`config.mk`:
```
export PLATFORM = sky130hd
export DESIGN_NAME = agc_ctrl_top
export DESIGN_NICKNAME = d
export VERILOG_FILES = /design/src/rtl/agc_bus_pkg.sv /design/src/rtl/agc_loop_pkg.sv /design/src/rtl/agc_bus_master.sv /design/src/rtl/agc_gain_calc.sv /design/src/rtl/agc_loop_sequencer.sv /design/src/rtl/agc_reg_target.sv /design/src/rtl/agc_ctrl_top.sv
export VERILOG_INCLUDE_DIRS = /design/src /design/src/rtl
export SDC_FILE = /design/constraint.sdc
export NUM_CORES = 1
export LEC_CHECK = 0
export BUFFER_PORTS_ARGS = -buffer_cell sky130_fd_sc_hd__buf_2
export CAP_MARGIN = 25
export CORE_MARGIN = 4
export CORE_UTILIZATION = 55
export DETAILED_ROUTE_END_ITERATION = 6
export PLACE_DENSITY = 0.77
export SLEW_MARGIN = 25
export SYNTH_ARGS = -nofsm -noshare
export SYNTH_HDL_FRONTEND = slang
export SYNTH_SLANG_ARGS = --single-unit
```
`constraint.sdc`:
```
create_clock -name aclk -period 4.7 [get_ports aclk]
set_clock_uncertainty 0.1 [all_clocks]
set_input_delay 0.235 -clock aclk [delete_from_list [all_inputs] [get_ports aclk]]
set_output_delay 0.235 -clock aclk [all_outputs]
set_load 0.03 [all_outputs]
```
`src/rtl/agc_settings.svh`:
```
`ifndef AGC_SETTINGS_SVH
`define AGC_SETTINGS_SVH

////////////////////////////////////////////////////////////////////////////
// Loop targets and step sizes
////////////////////////////////////////////////////////////////////////////

`define AGC_START_SCALE     17'd1500        // Scale written on the first pass
`define AGC_START_OFFSET    16'sd0          // Offset written on the first pass
`define AGC_SCALE_DELTA     17'd30          // Scale step per iteration
`define AGC_OFFSET_DELTA    16'sd25         // Offset step, signed

// Mean square target and half-width of the accepted band
`define AGC_TARGET_RMS_SQ   32'd16
`define AGC_RMS_SQ_ERR      32'd0
`define AGC_OFFSET_ERR      32'd5           // Dead band on the gt/lt counts
`define AGC_TS_RED_BITS     4               // Sum of squares is pre-scaled by 2^4

// Scale clamps
`define AGC_SCALE_MIN       32'd300
`define AGC_SCALE_MAX       32'h0001_FBD0

`define AGC_BOOT_CYCLES     31              // Idle cycles before the first command

////////////////////////////////////////////////////////////////////////////
// AGC block register map and control words
////////////////////////////////////////////////////////////////////////////

`define AGC_ADDR_CTRL       8'h00
`define AGC_ADDR_SCALE      8'h10
`define AGC_ADDR_OFFSET     8'h14

`define AGC_CMD_RESET       32'h0000_0004   // Clear statistics
`define AGC_CMD_START       32'h0000_0001   // Begin a sample period
`define AGC_CMD_LOAD        32'h0000_0300   // Load scale and offset
`define AGC_CMD_APPLY       32'h0000_0400   // Apply loaded values

// Status bit 1 flags the end of the sample period
`define AGC_DONE_BIT        1

`endif

```
`src/rtl/agc_bus_pkg.sv`:
```
package agc_bus_pkg;

    // Data word on both the downstream bus and the host port
    typedef logic [31:0] agc_word_t;

    // Host side register address
    typedef logic [7:0] host_addr_t;

    // One downstream transfer as handed to the bus master
    typedef struct packed {
        logic       write;      // 1 = write, 0 = read
        logic [7:0] addr;       // Byte address in the AGC block
        agc_word_t  data;       // Write data, ignored on reads
    } agc_cmd_t;

endpackage

```
`src/rtl/agc_loop_pkg.sv`:
```
package agc_loop_pkg;

    // Statistics record read from the AGC block
    // Word 1 holds the sum of squares, words 2 and 3 the gt/lt counts,
    // words 4 and 5 the scale and offset currently in use
    typedef agc_bus_pkg::agc_word_t [5:0] agc_info_t;

    // Gain pair written back each iteration
    typedef struct packed {
        logic        [16:0] scale;
        logic signed [15:0] offset;
    } agc_gains_t;

    // Control loop states, in the order they are walked
    typedef enum logic [3:0] {
        boot,
        write_scale,
        write_offset,
        load,
        apply,
        reset_stats,
        start,
        poll,
        read_info,
        calc
    } loop_state_t;

endpackage

```
`src/rtl/agc_bus_master.sv`:
```
`timescale 1ns/1ps

module agc_bus_master (
    input  logic                   aclk,
    input  logic                   wb_rst_i,
    input  logic                   agc_reset_i,
    input  logic                   go_i,
    input  agc_bus_pkg::agc_cmd_t  cmd_i,
    input  logic                   agc_ack_i,
    input  agc_bus_pkg::agc_word_t agc_rdata_i,
    output logic                   agc_req_o,
    output agc_bus_pkg::agc_cmd_t  agc_cmd_o,
    output logic                   done_o,
    output agc_bus_pkg::agc_word_t rdata_o
);

    typedef enum logic [1:0] {
        m_idle,
        m_wait_ack,
        m_wait_release
    } mst_state_t;

    mst_state_t state;

    // Four-phase handshake engine
    always_ff @(posedge aclk) begin
        if (wb_rst_i || agc_reset_i) begin
            state     <= m_idle;
            agc_req_o <= 1'b0;
            done_o    <= 1'b0;
        end else begin
            done_o <= 1'b0;
            case (state)
                m_idle: if (go_i) begin
                    agc_req_o <= 1'b1;
                    state     <= m_wait_ack;
                end
                m_wait_ack: if (agc_ack_i) begin
                    agc_req_o <= 1'b0;              // Release on the clock after ack
                    state     <= m_wait_release;
                end
                m_wait_release: if (!agc_ack_i) begin
                    done_o <= 1'b1;                 // Block has let go, next go is safe
                    state  <= m_idle;
                end
                default: state <= m_idle;
            endcase
        end
    end

    // Command is frozen for the whole transfer
    always_ff @(posedge aclk) begin
        if (state == m_idle && go_i) agc_cmd_o <= cmd_i;
        if (state == m_wait_ack && agc_ack_i) rdata_o <= agc_rdata_i;   // Valid with ack
    end

endmodule

```
`src/rtl/agc_gain_calc.sv`:
```
`timescale 1ns/1ps
`include "agc_settings.svh"

module agc_gain_calc (
    input  agc_loop_pkg::agc_info_t  info_i,
    output agc_loop_pkg::agc_gains_t gains_o
);

    import agc_bus_pkg::*;

    agc_word_t power;

    // Sum of squares over the period, brought back to a mean square
    assign power = info_i[1] >> (17 - `AGC_TS_RED_BITS);

    ////////////////////////////////////////////////////////////////////////////
    // Scale, stepped toward the target band and clamped
    ////////////////////////////////////////////////////////////////////////////
    always_comb begin
        gains_o.scale = info_i[4][16:0];            // In band, keep current scale
        if (power > `AGC_TARGET_RMS_SQ + `AGC_RMS_SQ_ERR) begin
            if (info_i[4] > `AGC_SCALE_MIN) begin
                gains_o.scale = 17'(info_i[4] - `AGC_SCALE_DELTA);
            end
        end else if (power < (`AGC_TARGET_RMS_SQ - `AGC_RMS_SQ_ERR)) begin
            if (info_i[4] < `AGC_SCALE_MAX) begin
                gains_o.scale = 17'(info_i[4] + `AGC_SCALE_DELTA);
            end
        end
    end

    ////////////////////////////////////////////////////////////////////////////
    // Offset, balanced on the gt/lt counts
    ////////////////////////////////////////////////////////////////////////////
    always_comb begin
        gains_o.offset = info_i[5][15:0];
        if (info_i[2] > info_i[3] + `AGC_OFFSET_ERR) begin
            gains_o.offset = info_i[5][15:0] - `AGC_OFFSET_DELTA;    // Too many above
        end else if (info_i[3] > info_i[2] + `AGC_OFFSET_ERR) begin
            gains_o.offset = info_i[5][15:0] + `AGC_OFFSET_DELTA;    // Too many below
        end
    end

endmodule

```
`src/rtl/agc_loop_sequencer.sv`:
```
`timescale 1ns/1ps
`include "agc_settings.svh"

module agc_loop_sequencer (
    input  logic                     aclk,
    input  logic                     wb_rst_i,
    input  logic                     agc_reset_i,
    input  logic                     done_i,
    input  agc_bus_pkg::agc_word_t   rdata_i,
    input  agc_loop_pkg::agc_gains_t gains_i,
    output logic                     go_o,
    output agc_bus_pkg::agc_cmd_t    cmd_o,
    output agc_loop_pkg::agc_info_t  info_o
);

    import agc_bus_pkg::*;
    import agc_loop_pkg::*;

    loop_state_t state;
    logic        busy;          // A transfer is out with the bus master
    logic [4:0]  boot_cnt;
    logic [2:0]  info_idx;
    agc_gains_t  gains;         // Values for the next scale/offset writes
    agc_info_t   info;

    assign info_o = info;

    // One go per command state; busy drops it the clock after
    assign go_o = !busy && (state != boot) && (state != calc);

    ////////////////////////////////////////////////////////////////////////////
    // Command for the current state
    ////////////////////////////////////////////////////////////////////////////
    always_comb begin
        cmd_o.write = 1'b1;
        cmd_o.addr  = `AGC_ADDR_CTRL;
        cmd_o.data  = '0;
        case (state)
            write_scale: begin
                cmd_o.addr = `AGC_ADDR_SCALE;
                cmd_o.data = {15'd0, gains.scale};
            end
            write_offset: begin
                cmd_o.addr = `AGC_ADDR_OFFSET;
                cmd_o.data = {{16{gains.offset[15]}}, gains.offset};
            end
            load:        cmd_o.data = `AGC_CMD_LOAD;
            apply:       cmd_o.data = `AGC_CMD_APPLY;
            reset_stats: cmd_o.data = `AGC_CMD_RESET;
            start:       cmd_o.data = `AGC_CMD_START;
            poll:        cmd_o.write = 1'b0;            // Status read at 0x00
            read_info: begin
                cmd_o.write = 1'b0;
                cmd_o.addr  = {3'b000, info_idx, 2'b00};
            end
            default: ;
        endcase
    end

    ////////////////////////////////////////////////////////////////////////////
    // Loop state machine
    ////////////////////////////////////////////////////////////////////////////
    always_ff @(posedge aclk) begin
        if (wb_rst_i || agc_reset_i) begin
            state        <= boot;
            busy         <= 1'b0;
            boot_cnt     <= 5'(`AGC_BOOT_CYCLES - 1);  // Req follows the exit by a clock
            info_idx     <= '0;
            gains.scale  <= `AGC_START_SCALE;
            gains.offset <= `AGC_START_OFFSET;
        end else begin
            if (go_o) busy <= 1'b1;
            case (state)
                boot: begin
                    if (boot_cnt != 5'd0) boot_cnt <= boot_cnt - 5'd1;
                    else state <= write_scale;
                end
                calc: begin
                    gains <= gains_i;               // Single cycle, calc is combinational
                    state <= write_scale;
                end
                default: if (done_i) begin
                    busy <= 1'b0;
                    case (state)
                        write_scale:  state <= write_offset;
                        write_offset: state <= load;
                        load:         state <= apply;
                        apply:        state <= reset_stats;
                        reset_stats:  state <= start;
                        start:        state <= poll;
                        poll: if (rdata_i[`AGC_DONE_BIT]) begin
                            info_idx <= '0;
                            state    <= read_info;
                        end
                        read_info: begin
                            if (info_idx == 3'd5) state <= calc;
                            info_idx <= info_idx + 3'd1;
                        end
                        default: state <= boot;
                    endcase
                end
            endcase
        end
    end

    // Statistics record
    always_ff @(posedge aclk) begin
        if (done_i && state == read_info) info[info_idx] <= rdata_i;
        if (done_i && state == apply) begin
            info[4] <= {15'd0, gains.scale};        // Gains now live in the block
            info[5] <= {{16{gains.offset[15]}}, gains.offset};
        end
    end

endmodule

```
`src/rtl/agc_reg_target.sv`:
```
`timescale 1ns/1ps
`include "agc_settings.svh"

module agc_reg_target (
    input  logic                    aclk,
    input  logic                    wb_rst_i,
    input  logic                    host_req_i,
    input  agc_bus_pkg::host_addr_t host_addr_i,
    input  agc_loop_pkg::agc_info_t info_i,
    output logic                    host_ack_o,
    output agc_bus_pkg::agc_word_t  host_rdata_o
);

    import agc_bus_pkg::*;

    logic [3:0] idx;
    agc_word_t  rd_word;

    assign idx = host_addr_i[5:2];

    // Bit 6 selects the loop step sizes, else the statistics record
    always_comb begin
        rd_word = '0;
        if (host_addr_i[6]) begin
            case (idx)
                4'd0:    rd_word = 32'(`AGC_SCALE_DELTA);
                4'd1:    rd_word = 32'(`AGC_OFFSET_DELTA);   // Sign extends
                default: rd_word = '0;
            endcase
        end else if (idx < 4'd6) begin
            rd_word = info_i[idx[2:0]];
        end
    end

    always_ff @(posedge aclk) begin
        if (wb_rst_i) begin
            host_ack_o <= 1'b0;
        end else if (host_req_i && !host_ack_o) begin
            host_ack_o <= 1'b1;
        end else if (!host_req_i && host_ack_o) begin
            host_ack_o <= 1'b0;                     // Four-phase release
        end
    end

    always_ff @(posedge aclk) begin
        if (host_req_i && !host_ack_o) host_rdata_o <= rd_word;
    end

endmodule

```
`src/rtl/agc_ctrl_top.sv`:
```
`timescale 1ns/1ps

module agc_ctrl_top (
    input  logic                    aclk,
    input  logic                    wb_rst_i,
    input  logic                    agc_reset_i,
    input  logic                    agc_ack_i,
    input  agc_bus_pkg::agc_word_t  agc_rdata_i,
    input  logic                    host_req_i,
    input  agc_bus_pkg::host_addr_t host_addr_i,
    output logic                    agc_req_o,
    output agc_bus_pkg::agc_cmd_t   agc_cmd_o,
    output logic                    host_ack_o,
    output agc_bus_pkg::agc_word_t  host_rdata_o
);

    import agc_bus_pkg::*;
    import agc_loop_pkg::*;

    logic       go;
    logic       done;
    agc_cmd_t   seq_cmd;
    agc_word_t  rd_word;        // Read word returned by the master
    agc_info_t  info;
    agc_gains_t gains;

    agc_loop_sequencer agc_loop_sequencer_inst (
        .aclk        (aclk),
        .wb_rst_i    (wb_rst_i),
        .agc_reset_i (agc_reset_i),
        .done_i      (done),
        .rdata_i     (rd_word),
        .gains_i     (gains),
        .go_o        (go),
        .cmd_o       (seq_cmd),
        .info_o      (info)
    );

    agc_bus_master agc_bus_master_inst (
        .aclk        (aclk),
        .wb_rst_i    (wb_rst_i),
        .agc_reset_i (agc_reset_i),
        .go_i        (go),
        .cmd_i       (seq_cmd),
        .agc_ack_i   (agc_ack_i),
        .agc_rdata_i (agc_rdata_i),
        .agc_req_o   (agc_req_o),
        .agc_cmd_o   (agc_cmd_o),
        .done_o      (done),
        .rdata_o     (rd_word)
    );

    agc_gain_calc agc_gain_calc_inst (
        .info_i  (info),
        .gains_o (gains)
    );

    // Host port runs beside the loop and never waits on it
    agc_reg_target agc_reg_target_inst (
        .aclk         (aclk),
        .wb_rst_i     (wb_rst_i),
        .host_req_i   (host_req_i),
        .host_addr_i  (host_addr_i),
        .info_i       (info),
        .host_ack_o   (host_ack_o),
        .host_rdata_o (host_rdata_o)
    );

endmodule

```
==> results.txt <==
----------------------------------------------------
[Timing]
  Setup repair after global routing missed its margin ... false
  Transition time at the pin with the least slew margin ... around 1100 ps
  Max Slew Vio Count ... 0
  Setup ws final ... approximately 300 ps
  Number of setup violations in the final report ... 0
  Max frequency ... roughly 0.23 GHz
  Setup tns final ... 0 ps
  Final critical path time including I/O delays and setup ... ~4400 ps
  Max-slew headroom ... about a quarter
  Hold Fails Final Rpt ... 0
  Share of the cycle needed by the critical path after routing ... between 90% and 100%

[Floorplanning]
  Die Y-Extent ... 183 um
  I/O pin total ... 120
  Die area ... around 33000 um^2
  Placeable core region ... 29900 um^2
  Chip width ... around 180 um
  Site row count ... 63
  Initial Utilization ... between 50% and 60%

[Clock network]
  CTS H-Tree Depth ... 2
  Clock root buffer master ... sky130_fd_sc_hd__clkbuf_16
  Total CTS buffers ... 36
  Maximum buffer depth of the clock tree ... 3
  Clock Latency Late Sink ... 530 ps
  CTS clk-pin slew, worst paths ... ~60 ps
  CTS sink count ... between 300 and 400
  Clock tree from TritonCTS ... done

[Critical path]
  Nature of the critical path startpoint ... register
  Stage delay of the slowest cell on the critical path ... about 420 ps
  Critical path arrival ... between 4000 and 5000 ps
  Register-to-register setup slack ... roughly 300 ps
  Cell chain of the critical path ... nand4_1 > nor3_1 > buf_4 > and4_1 > nor2b_1 > buf_4 > nand3_1 > xor2_1 > ha_1 > nand4_1 > nor4_1 > buf_4 > o311a_1 > nor2_1 > buf_4 > nor4_1 > buf_4 > a211o_1 > nand3b_1
  Required time reported for the critical path endpoint ... around 5000 ps
  Most frequent cell on the critical path ... sky130_fd_sc_hd__buf_4
  Nature of the critical path endpoint ... register
  Kind of cell adding the most delay to the critical path ... simple AND/OR/NAND/NOR gates
  Worst-path fanout max ... 5
  Bufs and invs on worst path ... 5
  Worst path slowest cell ... sky130_fd_sc_hd__edfxtp_1
  Crit Path Category ... reg2reg

[Synth]
  Area share of the largest cell type after synthesis ... 47.1%
  Number of warning messages in the yosys log ... 0
  Post-synthesis sequential element count ... ~330
  Top FF cell, synth ... sky130_fd_sc_hd__edfxtp_1
  Gate Count Post-Synth ... 1435
  Top-count cell post-synth ... sky130_fd_sc_hd__edfxtp_1
  Post-synthesis instance area ... 16800 um^2
  Number of enable-type register cells in the synthesized netlist ... 263
  Cell type with the largest total area after synthesis ... sky130_fd_sc_hd__edfxtp_1
  Synthesized area divided by synthesized cell count ... around 12 um^2
  Fraction of registers with async set/reset ... 0%
  Number of distinct library cell variants in the gate-level netlist after synthesis ... between 70 and 80
  Sequential cell area fraction in the yosys report ... a little over half
  Top area cells in the synthesized netlist ... sky130_fd_sc_hd__edfxtp_1 (47%), sky130_fd_sc_hd__dfxtp_1 (7.9%), sky130_fd_sc_hd__ha_1 (5.5%)
  Commonest cells post-synth ... sky130_fd_sc_hd__edfxtp_1 (263), sky130_fd_sc_hd__nand2_1 (148), sky130_fd_sc_hd__nor2_1 (96)

[Power and ir drop]
  Maximum ir drop on the vdd rail ... ~0.00027 V
  Power density over the cells ... between 300 and 400 nW/um^2
  Static Leak ... 7.38 nW

[Flow run]
  Number of violations of the max-capacitance limit ... 0

[Route]
  Wire per inst ... 23.0 um
  Antenna-violating nets left ... 0
  Detailed-route via count ... approximately 13000
  Remaining DRCs ... 0
  Detailed Routing Iterations Pass 1 ... 6
  Number of vias per cell after detailed routing ... between 6 and 7
  Total routed wirelength ... between 40 and 50 mm
  Initial drt markers ... between 1000 and 1500

[Layout]
  Final Net Count ... around 1700
  Number of diodes ... 0
  Area grow syn2layout ... 17.0%
  Ratio of cells with drive above 1 in the final layout ... roughly 20%
  Fin cells ... a little over 2000

[Global route]
  All-Layer GR Usage ... ~28%
  Vias in the first global route ... between 10000 and 15000
  First-pass GRT wire length ... roughly 73 mm
  Maximum number of pins on one net before global-route repair ... 59
  Number of antenna violations at the first check in global routing ... 0
  Leftover overflow at the end of global routing ... 0

[Placement]
  Final HPWL from detailed placement ... approximately 32 mm
  Number of cells in the design after placement ... 1922
  IO Port Bufs ... around 110
  Routability Congestion ... 0.961
  Pre-CTS setup slack ... -30.9 ps

[Run status]
  Status ... finished, final reports clean

[Worst hold path]
  Class of the tightest hold or removal check ... in2reg

----------------------------------------------------
## layer usage
| metal | share of wire [%] | vias up | global-route usage [%] |
|---|---|---|---|
| met3 | 10 | 97 | 5.66 |
| li1 | - | 5812 | - |
| met4 | 2.9 | 0 | 7.87 |
| met1 | 41 | 6292 | 40.1 |
| met5 | 0 | - | 0 |
| met2 | 45 | 754 | 43.2 |
## state kept, by name (all words and copies together), names as in the netlist, 2 cells and up
signal                            cells
agc_loop_sequencer_inst.boot_cnt      5
agc_reg_target_inst.host_rdata_o     32
agc_loop_sequencer_inst.state         4
agc_bus_master_inst.state             2
agc_loop_sequencer_inst.info_idx      3
agc_bus_master_inst.agc_cmd_o        22
agc_loop_sequencer_inst.gains        33
agc_bus_master_inst.rdata_o          32
agc_loop_sequencer_inst.info_o      192
## per-stage QoR
step           area [um^2]  power, mW  utilization, %  hold slack (ps)
2_1_floorplan        16800       3.35               -              207
3_3_place_gp         18000       3.41            60.2              312
3_5_place_dp         18000       3.42            60.2              313
4_1_cts              19600       6.30            65.5             46.2
5_1_grt              19600       6.45            65.6              117
6_report             19600       6.28            65.6             49.6
## power breakdown
| group | switching (mW) | internal [mW] |
|---|---|---|
| combinational | 0.146 | 0.0896 |
| sequential | 0.00661 | 3.13 |
| clock | 1.14 | 1.76 |
| total | 1.30 | 4.99 |
## worst min-delay path, cell delays in order
cell	delay (ps)
sky130_fd_sc_hd__buf_2	80
sky130_fd_sc_hd__ha_2	160
sky130_fd_sc_hd__mux2i_1	70
sky130_fd_sc_hd__nor2_1	90
## layout by cell type (no fill, tap or decap), types with 6 or more instances in the layout
| cell type | count |
|---|---|
| sky130_fd_sc_hd__a22o_1 | 41 |
| sky130_fd_sc_hd__nand4_1 | 32 |
| sky130_fd_sc_hd__buf_2 | 110 |
| sky130_fd_sc_hd__o211ai_1 | 6 |
| sky130_fd_sc_hd__dfxtp_1 | 66 |
| sky130_fd_sc_hd__xor2_1 | 51 |
| sky130_fd_sc_hd__clkbuf_16 | 37 |
| sky130_fd_sc_hd__or3_1 | 21 |
| sky130_fd_sc_hd__a21oi_1 | 93 |
| sky130_fd_sc_hd__a211o_1 | 10 |
| sky130_fd_sc_hd__inv_1 | 20 |
| sky130_fd_sc_hd__mux2_2 | 28 |
| sky130_fd_sc_hd__xnor2_1 | 24 |
| sky130_fd_sc_hd__a22oi_1 | 30 |
| sky130_fd_sc_hd__nor4_1 | 12 |
| sky130_fd_sc_hd__ha_1 | 73 |
| sky130_fd_sc_hd__dlygate4sd3_1 | 35 |
| sky130_fd_sc_hd__nor3_1 | 27 |
| sky130_fd_sc_hd__clkinv_2 | 7 |
| sky130_fd_sc_hd__mux4_2 | 32 |
| sky130_fd_sc_hd__o21ai_0 | 45 |
| sky130_fd_sc_hd__a21o_1 | 6 |
| sky130_fd_sc_hd__or2_2 | 8 |
| sky130_fd_sc_hd__buf_4 | 74 |
| sky130_fd_sc_hd__nand2_1 | 148 |
| sky130_fd_sc_hd__nor2_1 | 89 |
| sky130_fd_sc_hd__and4_1 | 7 |
| sky130_fd_sc_hd__nand2b_1 | 10 |
| sky130_fd_sc_hd__edfxtp_1 | 263 |
| sky130_fd_sc_hd__nand3_1 | 56 |
| sky130_fd_sc_hd__nor2b_1 | 10 |
| sky130_fd_sc_hd__or4_1 | 6 |
| sky130_fd_sc_hd__clkbuf_1 | 11 |
| sky130_fd_sc_hd__nor2_2 | 8 |
| sky130_fd_sc_hd__and3_1 | 33 |
## area by class of cell
| type | count | area [um^2] |
|---|---|---|
| Clock buffer | 50 | 995 |
| Clock inverter | 16 | 214 |
| Fill cell | 2191 | 10300 |
| Inverter | 20 | 75.1 |
| Multi-Input combinational cell | 1002 | 7170 |
| Sequential cell | 329 | 9220 |
| Tap cell | 390 | 488 |
| Timing Repair Buffer | 219 | 1460 |
## timing repair
item / in CTS / in global routing
hold buffers: 35 / 0
endpoints found under the setup margin: 5 / 15
buffers inserted: 1 / 2
endpoints found under the hold margin: 41 / 0
resized for setup: 1 / 7
pin swaps: 1 / 0
## cells by family (layout without fill, tap and decap cells)
kind of cell | count (synthesis) | after routing | synth area share [%]
AND/OR/NAND/NOR | 497 | 497 | 14.7
flip-flops | 329 | 329 | 55.0
AO/OA/AOI/OAI | 288 | 288 | 11.7
buffers and inverters | 108 | 305 | 2.86
XOR/XNOR | 75 | 75 | 3.92
adder cells (fa/ha/maj) | 74 | 74 | 5.52
multiplexers | 63 | 63 | 6.36
other | 1 | 5 | 0.0224
## worst paths after layout
kind	startpoint	to	cells after the start
worst min-delay path	host_req_i	agc_reg_target_inst.host_ack_o$_SDFFE_PP0P_	4
worst max-delay path	agc_loop_sequencer_inst.info_o[101]$_DFFE_PP_	agc_loop_sequencer_inst.gains[15]$_SDFFE_PP0P_	19
worst min register to register	agc_loop_sequencer_inst.info_o[147]$_SDFFE_PP0P_	agc_loop_sequencer_inst.info_o[147]$_SDFFE_PP0P_	2
worst max register to register	agc_loop_sequencer_inst.info_o[101]$_DFFE_PP_	agc_loop_sequencer_inst.gains[15]$_SDFFE_PP0P_	19
No activity file was read; power rests on OpenSTA's default activity.
